===== src/ahbSwitchPkg.sv =====
package ahbSwitchPkg;

  //////////////////////////////
  // Switch dimensions
  //////////////////////////////

  // Two masters and two slaves
  localparam int numMasters     = 2;
  localparam int numSlaves      = 2;
  // Bits for a master index
  localparam int masterIdxWidth = $clog2(numMasters);

  // AHB bus widths
  localparam int addrWidth = 32;
  localparam int dataWidth = 32;

  //////////////////////////////
  // Bus types
  //////////////////////////////

  typedef logic [addrWidth-1:0]  addrT;
  typedef logic [dataWidth-1:0]  dataT;
  // HSIZE code
  typedef logic [2:0]            sizeT;
  // HTRANS code
  typedef logic [1:0]            transT;
  // One bit per slave port
  typedef logic [numSlaves-1:0]  slaveVecT;
  // One bit per master port
  typedef logic [numMasters-1:0] masterVecT;

  // HTRANS encodings
  localparam transT transIdle   = 2'b00;
  localparam transT transBusy   = 2'b01;
  localparam transT transNonSeq = 2'b10;
  localparam transT transSeq    = 2'b11;

  //////////////////////////////
  // Address map
  //////////////////////////////

  // Slave s is hit when (haddr & mask) equals (base & mask)
  localparam addrT slaveBase [numSlaves] = '{
    32'h0000_0000,
    32'h1000_0000
  };

  // Top nibble selects the slave
  localparam addrT slaveMask [numSlaves] = '{
    32'hF000_0000,
    32'hF000_0000
  };

  //////////////////////////////
  // Master port FSM
  //////////////////////////////

  // Idle bus, blocked address phase, data phase in flight
  typedef enum logic [1:0] {
    portIdle,
    portWait,
    portData
  } portStateT;

endpackage


===== src/ahbReqIf.sv =====
interface ahbReqIf;
  import ahbSwitchPkg::*;

  // Target slave of a valid or held NONSEQ/SEQ transfer
  slaveVecT req;

  // Address phase as the slave should see it
  addrT     haddr;
  logic     hwrite;
  sizeT     hsize;
  transT    htrans;

  // Write data of the master's data phase
  dataT     hwdata;

  // Address phase moves this cycle
  logic     hreadyIn;

  // Low inside a burst
  logic     canSwitch;

  // Driven by the master port
  modport source (output req, haddr, hwdata, hwrite, hsize, htrans, hreadyIn, canSwitch);

  // Read by every slave port
  modport sink (input req, haddr, hwdata, hwrite, hsize, htrans, hreadyIn, canSwitch);

endinterface


===== src/ahbRspIf.sv =====
interface ahbRspIf;
  import ahbSwitchPkg::*;

  // Slave response, straight from the slave
  dataT      hrdata;
  logic      hreadyout;
  logic      hresp;

  // One-hot owner of the slave
  masterVecT grant;

  // Driven by the slave port
  modport source (output hrdata, hreadyout, hresp, grant);

  // Read by every master port
  modport sink (input hrdata, hreadyout, hresp, grant);

endinterface


===== src/ahbSlaveArbiter.sv =====
module ahbSlaveArbiter (
  input  logic                    hclk,
  input  logic                    rstN,
  input  ahbSwitchPkg::masterVecT req,
  input  ahbSwitchPkg::masterVecT canSwitch,
  input  logic                    slvReady,
  output ahbSwitchPkg::masterVecT grant
);
  import ahbSwitchPkg::*;

  // One-hot owner of the slave
  masterVecT grantQ;
  // Highest priority requester
  masterVecT winner;
  // Owner is between transfers on this slave
  logic      ownerFree;
  logic      moveGrant;

  //////////////////////////////
  // Priority pick
  //////////////////////////////

  // Scan downward so master 0 ends up on top
  always_comb
  begin
    winner = '0;
    for (int m = numMasters - 1; m >= 0; m--)
    begin
      if (req[m])
        winner = masterVecT'(1) << m;
    end
  end

  // Owner outside a burst
  // and no longer presenting a transfer to this slave
  // so a burst that opens with NONSEQ is never cut after its first beat
  assign ownerFree = |(grantQ & canSwitch) && !(|(grantQ & req));

  // Only at a transfer boundary with the slave ready
  assign moveGrant = slvReady && ownerFree && (|req);

  //////////////////////////////
  // Grant register
  //////////////////////////////

  always_ff @(posedge hclk or negedge rstN)
  begin
    if (!rstN)
      grantQ <= masterVecT'(1);
    else if (moveGrant)
      grantQ <= winner;
  end

  // No request leaves the grant where it is
  assign grant = grantQ;

endmodule


===== src/ahbMasterPort.sv =====
module ahbMasterPort (
  input  logic                    hclk,
  input  logic                    rstN,
  input  ahbSwitchPkg::masterVecT masterId,
  input  logic                    hsel,
  input  ahbSwitchPkg::addrT      haddr,
  input  ahbSwitchPkg::dataT      hwdata,
  input  logic                    hwrite,
  input  ahbSwitchPkg::sizeT      hsize,
  input  ahbSwitchPkg::transT     htrans,
  input  logic                    hready,
  output ahbSwitchPkg::dataT      hrdata,
  output logic                    hreadyout,
  output logic                    hresp,
  ahbReqIf.source                 reqBus,
  ahbRspIf.sink                   rspBus [ahbSwitchPkg::numSlaves]
);
  import ahbSwitchPkg::*;

  portStateT stateQ;
  portStateT stateNext;

  // Live address phase
  logic      liveValid;
  slaveVecT  liveSel;
  logic      liveGranted;

  // Blocked address phase
  addrT      heldAddr;
  logic      heldWrite;
  sizeT      heldSize;
  transT     heldTrans;
  slaveVecT  heldSel;
  logic      heldGranted;
  logic      holdLoad;

  // Slave serving our data phase
  slaveVecT  dataSel;

  // Flattened response buses
  slaveVecT  grantedTo;
  dataT      slvRdata [numSlaves];
  slaveVecT  slvReady;
  slaveVecT  slvResp;

  // SEQ or BUSY means we sit inside a burst
  function automatic logic inBurst(transT t);
    return (t == transSeq) || (t == transBusy);
  endfunction

  for (genvar s = 0; s < numSlaves; s++)
  begin : genSlave
    assign grantedTo[s] = |(rspBus[s].grant & masterId);
    assign slvRdata[s]  = rspBus[s].hrdata;
    assign slvReady[s]  = rspBus[s].hreadyout;
    assign slvResp[s]   = rspBus[s].hresp;
    // Fixed base and mask decode
    assign liveSel[s]   = (haddr & slaveMask[s]) == (slaveBase[s] & slaveMask[s]);
  end

  assign liveValid   = hsel && (htrans == transNonSeq || htrans == transSeq);
  assign liveGranted = |(liveSel & grantedTo);
  assign heldGranted = |(heldSel & grantedTo);

  // Master moves on but its slave belongs to the other master
  assign holdLoad = (stateQ != portWait) && hready && liveValid && !liveGranted;

  //////////////////////////////
  // FSM
  //////////////////////////////

  always_comb
  begin
    stateNext = stateQ;
    case (stateQ)
      portWait:
      begin
        // Grant visible so the slave takes the held phase now
        if (heldGranted)
          stateNext = portData;
      end
      default:
      begin
        if (hready)
        begin
          if (!liveValid)
            stateNext = portIdle;
          else if (liveGranted)
            stateNext = portData;
          else
            stateNext = portWait;
        end
      end
    endcase
  end

  always_ff @(posedge hclk or negedge rstN)
  begin
    if (!rstN)
    begin
      stateQ  <= portIdle;
      dataSel <= '0;
      heldSel <= '0;
    end
    else
    begin
      stateQ <= stateNext;
      if (holdLoad)
        heldSel <= liveSel;
      // Remember who answers the data phase
      if (stateQ == portWait && heldGranted)
        dataSel <= heldSel;
      else if (stateQ != portWait && hready && liveValid && liveGranted)
        dataSel <= liveSel;
    end
  end

  // Held address phase payload
  always_ff @(posedge hclk)
  begin
    if (holdLoad)
    begin
      heldAddr  <= haddr;
      heldWrite <= hwrite;
      heldSize  <= hsize;
      heldTrans <= htrans;
    end
  end

  //////////////////////////////
  // Toward the slave ports
  //////////////////////////////

  always_comb
  begin
    if (stateQ == portWait)
    begin
      reqBus.req       = heldSel;
      reqBus.haddr     = heldAddr;
      reqBus.hwrite    = heldWrite;
      reqBus.hsize     = heldSize;
      reqBus.htrans    = heldTrans;
      // Already accepted on the master side
      reqBus.hreadyIn  = 1'b1;
      reqBus.canSwitch = !inBurst(heldTrans);
    end
    else
    begin
      reqBus.req       = liveValid ? liveSel : '0;
      reqBus.haddr     = haddr;
      reqBus.hwrite    = hwrite;
      reqBus.hsize     = hsize;
      reqBus.htrans    = htrans;
      reqBus.hreadyIn  = hready;
      reqBus.canSwitch = !(hsel && inBurst(htrans));
    end
  end

  // Write data always belongs to the running data phase
  assign reqBus.hwdata = hwdata;

  // Response of the data-phase slave, stretched while blocked
  always_comb
  begin
    hrdata    = '0;
    hreadyout = 1'b1;
    hresp     = 1'b0;
    if (stateQ == portWait)
      hreadyout = 1'b0;
    else if (stateQ == portData)
    begin
      for (int s = 0; s < numSlaves; s++)
      begin
        if (dataSel[s])
        begin
          hrdata    = slvRdata[s];
          hreadyout = slvReady[s];
          hresp     = slvResp[s];
        end
      end
    end
  end

endmodule


===== src/ahbSlavePort.sv =====
module ahbSlavePort (
  input  logic                   hclk,
  input  logic                   rstN,
  input  ahbSwitchPkg::slaveVecT slaveId,
  ahbReqIf.sink                  reqBus [ahbSwitchPkg::numMasters],
  ahbRspIf.source                rspBus,
  output logic                   hsel,
  output ahbSwitchPkg::addrT     haddr,
  output ahbSwitchPkg::dataT     hwdata,
  output logic                   hwrite,
  output ahbSwitchPkg::sizeT     hsize,
  output ahbSwitchPkg::transT    htrans,
  output logic                   hreadyout,
  input  ahbSwitchPkg::dataT     hrdata,
  input  logic                   hready,
  input  logic                   hresp
);
  import ahbSwitchPkg::*;

  // Gathered master views
  masterVecT reqVec;
  masterVecT switchVec;
  masterVecT mstWrite;
  masterVecT mstReady;
  addrT      mstAddr  [numMasters];
  dataT      mstWdata [numMasters];
  sizeT      mstSize  [numMasters];
  transT     mstTrans [numMasters];

  masterVecT grant;
  logic [masterIdxWidth-1:0] grantIdx;

  // Data phase bookkeeping
  logic                      dataActive;
  logic [masterIdxWidth-1:0] dataOwner;

  for (genvar m = 0; m < numMasters; m++)
  begin : genMaster
    // Request bit for this slave only
    assign reqVec[m]    = |(reqBus[m].req & slaveId);
    assign switchVec[m] = reqBus[m].canSwitch;
    assign mstWrite[m]  = reqBus[m].hwrite;
    assign mstReady[m]  = reqBus[m].hreadyIn;
    assign mstAddr[m]   = reqBus[m].haddr;
    assign mstWdata[m]  = reqBus[m].hwdata;
    assign mstSize[m]   = reqBus[m].hsize;
    assign mstTrans[m]  = reqBus[m].htrans;
  end

  ahbSlaveArbiter uArbiter (
    .hclk      (hclk),
    .rstN      (rstN),
    .req       (reqVec),
    .canSwitch (switchVec),
    .slvReady  (hready),
    .grant     (grant)
  );

  // One-hot grant to index
  always_comb
  begin
    grantIdx = '0;
    for (int m = numMasters - 1; m >= 0; m--)
    begin
      if (grant[m])
        grantIdx = masterIdxWidth'(m);
    end
  end

  //////////////////////////////
  // Address phase mux
  //////////////////////////////

  assign hsel   = reqVec[grantIdx];
  assign haddr  = mstAddr[grantIdx];
  assign hwrite = mstWrite[grantIdx];
  assign hsize  = mstSize[grantIdx];
  // IDLE unless the owner targets us
  assign htrans = hsel ? mstTrans[grantIdx] : transIdle;

  // Slave HREADY follows the data phase owner, else the address owner
  assign hreadyout = dataActive ? mstReady[dataOwner] : mstReady[grantIdx];
  assign hwdata    = mstWdata[dataOwner];

  always_ff @(posedge hclk or negedge rstN)
  begin
    if (!rstN)
    begin
      dataActive <= 1'b0;
      dataOwner  <= '0;
    end
    else if (hreadyout)
    begin
      dataActive <= hsel;
      dataOwner  <= grantIdx;
    end
  end

  // Response back to all master ports
  assign rspBus.hrdata    = hrdata;
  assign rspBus.hreadyout = hready;
  assign rspBus.hresp     = hresp;
  assign rspBus.grant     = grant;

endmodule


===== src/ahbSwitch.sv =====
module ahbSwitch (
  input  logic                  hclk,
  input  logic                  rstN,

  // Master side
  input  logic                  mstHsel      [ahbSwitchPkg::numMasters],
  input  ahbSwitchPkg::addrT    mstHaddr     [ahbSwitchPkg::numMasters],
  input  ahbSwitchPkg::dataT    mstHwdata    [ahbSwitchPkg::numMasters],
  input  logic                  mstHwrite    [ahbSwitchPkg::numMasters],
  input  ahbSwitchPkg::sizeT    mstHsize     [ahbSwitchPkg::numMasters],
  input  ahbSwitchPkg::transT   mstHtrans    [ahbSwitchPkg::numMasters],
  input  logic                  mstHready    [ahbSwitchPkg::numMasters],
  output ahbSwitchPkg::dataT    mstHrdata    [ahbSwitchPkg::numMasters],
  output logic                  mstHreadyout [ahbSwitchPkg::numMasters],
  output logic                  mstHresp     [ahbSwitchPkg::numMasters],

  // Slave side
  output logic                  slvHsel      [ahbSwitchPkg::numSlaves],
  output ahbSwitchPkg::addrT    slvHaddr     [ahbSwitchPkg::numSlaves],
  output ahbSwitchPkg::dataT    slvHwdata    [ahbSwitchPkg::numSlaves],
  output logic                  slvHwrite    [ahbSwitchPkg::numSlaves],
  output ahbSwitchPkg::sizeT    slvHsize     [ahbSwitchPkg::numSlaves],
  output ahbSwitchPkg::transT   slvHtrans    [ahbSwitchPkg::numSlaves],
  output logic                  slvHreadyout [ahbSwitchPkg::numSlaves],
  input  ahbSwitchPkg::dataT    slvHrdata    [ahbSwitchPkg::numSlaves],
  input  logic                  slvHready    [ahbSwitchPkg::numSlaves],
  input  logic                  slvHresp     [ahbSwitchPkg::numSlaves]
);
  import ahbSwitchPkg::*;

  // One request bus per master, one response bus per slave
  ahbReqIf reqBus [numMasters] ();
  ahbRspIf rspBus [numSlaves] ();

  //////////////////////////////
  // Master ports
  //////////////////////////////

  for (genvar m = 0; m < numMasters; m++)
  begin : genMaster
    ahbMasterPort uMasterPort (
      .hclk      (hclk),
      .rstN      (rstN),
      .masterId  (masterVecT'(1 << m)),
      .hsel      (mstHsel[m]),
      .haddr     (mstHaddr[m]),
      .hwdata    (mstHwdata[m]),
      .hwrite    (mstHwrite[m]),
      .hsize     (mstHsize[m]),
      .htrans    (mstHtrans[m]),
      .hready    (mstHready[m]),
      .hrdata    (mstHrdata[m]),
      .hreadyout (mstHreadyout[m]),
      .hresp     (mstHresp[m]),
      .reqBus    (reqBus[m]),
      .rspBus    (rspBus)
    );
  end

  //////////////////////////////
  // Slave ports
  //////////////////////////////

  for (genvar s = 0; s < numSlaves; s++)
  begin : genSlave
    ahbSlavePort uSlavePort (
      .hclk      (hclk),
      .rstN      (rstN),
      .slaveId   (slaveVecT'(1 << s)),
      .reqBus    (reqBus),
      .rspBus    (rspBus[s]),
      .hsel      (slvHsel[s]),
      .haddr     (slvHaddr[s]),
      .hwdata    (slvHwdata[s]),
      .hwrite    (slvHwrite[s]),
      .hsize     (slvHsize[s]),
      .htrans    (slvHtrans[s]),
      .hreadyout (slvHreadyout[s]),
      .hrdata    (slvHrdata[s]),
      .hready    (slvHready[s]),
      .hresp     (slvHresp[s])
    );
  end

endmodule


===== config.mk =====
export PLATFORM = sky130hd
export DESIGN_NAME = ahbSwitch
export DESIGN_NICKNAME = d
export VERILOG_FILES = /design/src/ahbSwitchPkg.sv /design/src/ahbReqIf.sv /design/src/ahbRspIf.sv /design/src/ahbSlaveArbiter.sv /design/src/ahbMasterPort.sv /design/src/ahbSlavePort.sv /design/src/ahbSwitch.sv
export SDC_FILE = /design/constraint.sdc
export NUM_CORES = 1
export LEC_CHECK = 0
export BUFFER_PORTS_ARGS = -buffer_cell sky130_fd_sc_hd__buf_2
export CAP_MARGIN = 5
export CORE_AREA = 10 10 157 159
export DETAILED_ROUTE_END_ITERATION = 10
export DIE_AREA = 0 0 167 169
export PLACE_DENSITY = 0.72
export SLEW_MARGIN = 20
export SYNTH_ARGS = -nofsm -noshare
export SYNTH_HDL_FRONTEND = slang
export SYNTH_SLANG_ARGS = --single-unit

===== constraint.sdc =====
create_clock -name hclk -period 4.7 [get_ports hclk]
set_clock_uncertainty 0.1 [all_clocks]
set_input_delay 1.41 -clock hclk [delete_from_list [all_inputs] [get_ports hclk]]
set_output_delay 1.41 -clock hclk [all_outputs]
set_load 0.005 [all_outputs]

==> impl_metrics.ini <==
[clock_tree]
holdBufCountCts = 0
insertion_delay_ns = 0.35
cts_tree = done
clock_sinks = 96
cts_buffer_depth = 2
clk_pin_slew_ns = 0.07
cts_resized = 0
root_buffer = clkbuf_16
numCtsBuffers = 9
cts_setup_buffers = 0
cts_max_level = 3

[floorplan]
rows = 54
pin_count = 426
die_height_um = 169
die-area_mm2 = 0.0282
start_util_pct = 33.0
core_mm2 = 0.0216
die_w_um = 167

[critical_path]
cp.required_ns = 3.19
cp-start-kind = input port
crit_fanout = 7
crit_path_end_kind = primary output
criticalPathCategory = input port to primary output
cp.arrival_ns = 3.09

[cells_and_area]
area_growth_pct = 37.8
fin_nets = 1314
drive_above_1_share_pct = 49.7
fin_area_mm2 = 0.00981
final_cells = 1388
nFillCells = 2080

[pwr]
seq_power_share_pct = 29.5
max-vdd-ir-drop_uv = 323
cellLeakagePower_nw = 4.63
intPower_mw = 2.18
comb_power_share_pct = 49.1
p_switching_mw = 1.32
switching_share_pct = 37.8
p_clk_share_pct = 21.4
p_per_area_mw_per_mm2 = 357

[min_path]
hold_path_class = register to register

[synthesis]
synth.ff_latch_count = 96
yosysWarnings = 0
yosysUniqueCellTypes = 39
synth_area_mm2 = 0.00712
ys_seq_area_share_pct = 39.1
avgSynthCellArea_um2 = 10.0
syn-num-nets = 924
synth_cells = 710

[route]
ant_nets = 0
dr_total_vias = 7190
routed_wl_um = 29300
drtIter0Drc = 652
wl_per_cell_um = 21.1
drtPass1Iterations = 5
drcViolationCount = 0
vias_per_cell = 5.18

[placement]
io_buffers = 425
finalWeightedCongestion = 0.935
placed_cells = 1369
hpwlAfterDp_um = 23700
placed_area_mm2 = 0.00950

[timing]
finalCritPeriodShare_pct = 97.8
setup_tns_ns = 0
rsz0062_at_grt = no
slew_headroom_pct = 29.5
fmax_mhz = 217
fin_crit_ns = 4.60
worst_slew_pin_slew_ns = 1.05
final_hold_viol_count = 0
report.final.slew_viol_count = 0
setup_viol = 0
holdWs_ns = 0.411

[global_routing]
antenna_found_initial = 4
grt_max_degree = 39
grt_pass1_wl_um = 44000
grt_pass1_vias = 7442
grt_usage_pct = 19.2
overflow = 0

[outcome]
outcome = completed

[run]
drv_cap = 0
[power by group through the flow]
stage          clock network [mW]  logic, mW  registers (mW)
2_1_floorplan                   0       1.04            1.03
3_3_place_gp                    0       1.71            1.05
4_1_cts                     0.770       1.74            1.03
6_report                    0.751       1.72            1.03
3_5_place_dp                    0       1.73            1.05
5_1_grt                     0.802       1.87            1.04
[state kept, by name, summed over array words and instances (netlist names), 4 cells and up]
signal and cells:
genMaster.uMasterPort.heldAddr 64, genSlave.uSlavePort.uArbiter.grant 4, genMaster.uMasterPort.dataSel 4, genMaster.uMasterPort.heldSel 4, genMaster.uMasterPort.heldTrans 4, genMaster.uMasterPort.heldSize 6
genMaster.uMasterPort.stateQ 4
[metal layers]
layer / vias up / share of wire (%) / track usage [%]
li1: 3400 / - / -
met2: 329 / 49 / 31.6
met5: - / 0.068 / 0
met4: 2 / 1.7 / 5.46
met3: 27 / 8.9 / 6.53
met1: 3432 / 41 / 23.4
[path summary, 6_finish.rpt]
path                                                                  from                                              end  slack [ns]  depth (start not counted)
max in group asynchronous                                             rstN  genMaster[0].uMasterPort.dataSel[1]$_DFFE_PN0P_        3.19                          1
setup / recovery                                              mstHaddr[30]                                       slvHsel[1]        0.10                          6
hold reg to reg            genMaster[0].uMasterPort.dataSel[0]$_DFFE_PN0P_  genMaster[0].uMasterPort.dataSel[0]$_DFFE_PN0P_        0.41                          1
setup reg to reg            genMaster[1].uMasterPort.stateQ[0]$_DFFE_PN0P_  genMaster[1].uMasterPort.heldAddr[26]$_DFFE_PP_        2.02                          6
min in group asynchronous                                             rstN  genMaster[1].uMasterPort.heldSel[0]$_DFFE_PN0P_        0.93                          1
hold / removal             genMaster[0].uMasterPort.dataSel[0]$_DFFE_PN0P_  genMaster[0].uMasterPort.dataSel[0]$_DFFE_PN0P_        0.41                          1
[layout make-up]
| cell class | count | area, um2 | area share (%) |
|---|---|---|---|
| sequential | 96 | 2790 | 28.4 |
| multi-input combinational | 536 | 4010 | 40.9 |
| clock inverter | 4 | 33.8 | 0.344 |
| tap | 280 | 350 | 3.57 |
| timing repair buffer | 447 | 2320 | 23.6 |
| clock buffer | 12 | 268 | 2.73 |
| inverter | 10 | 37.5 | 0.383 |
| antenna | 3 | 7.51 | 0.0765 |
[metrics by stage]
| stage | setup slack [ns] | total power [mW] | util (%) |
|---|---|---|---|
| 2_1_floorplan | 0.612 | 2.07 | - |
| 3_3_place_gp | 0.236 | 2.76 | 44.1 |
| 3_5_place_dp | 0.200 | 2.78 | 44.1 |
| 4_1_cts | 0.131 | 3.54 | 45.5 |
| 5_1_grt | 0.0369 | 3.72 | 45.5 |
| 6_report | 0.101 | 3.50 | 45.5 |
[synth_stat cells (all sizes together)]
master	count	area (um2)
nor4b	2	17.5
nand2	50	188
nor2b	5	31.3
inv	10	37.5
o21a	1	7.51
o22a	2	17.5
nor4	3	18.8
o31a	4	35.0
or4	2	15.0
o31ai	9	86.3
nand3	5	25.0
a21oi	42	210
mux2	76	856
and3b	2	17.5
dfrtp	18	450
a22o	3	26.3
edfxtp	76	2280
a41oi	4	35.0
a31oi	1	6.26
or4b	2	20.0
nor2	106	398
o21bai	1	7.51
o21ai	13	65.1
buf	31	181
nor3	3	15.0
clkbuf	37	141
mux2i	152	1520
a22oi	35	263
nand2b	5	31.3
nand3b	4	30.0
and4	1	8.76
dfstp	2	52.6
o2bb2ai	1	8.76
o211ai	2	15.0
[kinds of logic after synthesis]
group,share of synthesized area (%)
multiplexers,33.4
AND/OR/NAND/NOR,11.5
AO/OA/AOI/OAI,11.0
flip-flops,39.1
buffers and inverters,5.06
[critical path, cell delays in order]
cell and delay, ns:
buf_2 0.13, nor4_1 0.57, a41oi_1 0.43, mux2i_1 0.25, buf_4 0.16, buf_2 0.14
[placed cells by master, fill, tap and decap left out, types with 4 or more instances in the layout]
| cell | instances |
|---|---|
| o31a_1 | 4 |
| nand3b_1 | 4 |
| o31ai_1 | 7 |
| mux2i_1 | 152 |
| nand2_1 | 50 |
| buf_2 | 425 |
| inv_1 | 10 |
| clkbuf_16 | 10 |
| o21ai_0 | 13 |
| a41oi_1 | 4 |
| nand3_1 | 5 |
| a22oi_1 | 35 |
| nor2_1 | 106 |
| buf_4 | 20 |
| edfxtp_1 | 76 |
| mux2_2 | 76 |
| dfrtp_1 | 17 |
| a21oi_1 | 42 |
Note: power is estimated with default switching activity, not from simulation.
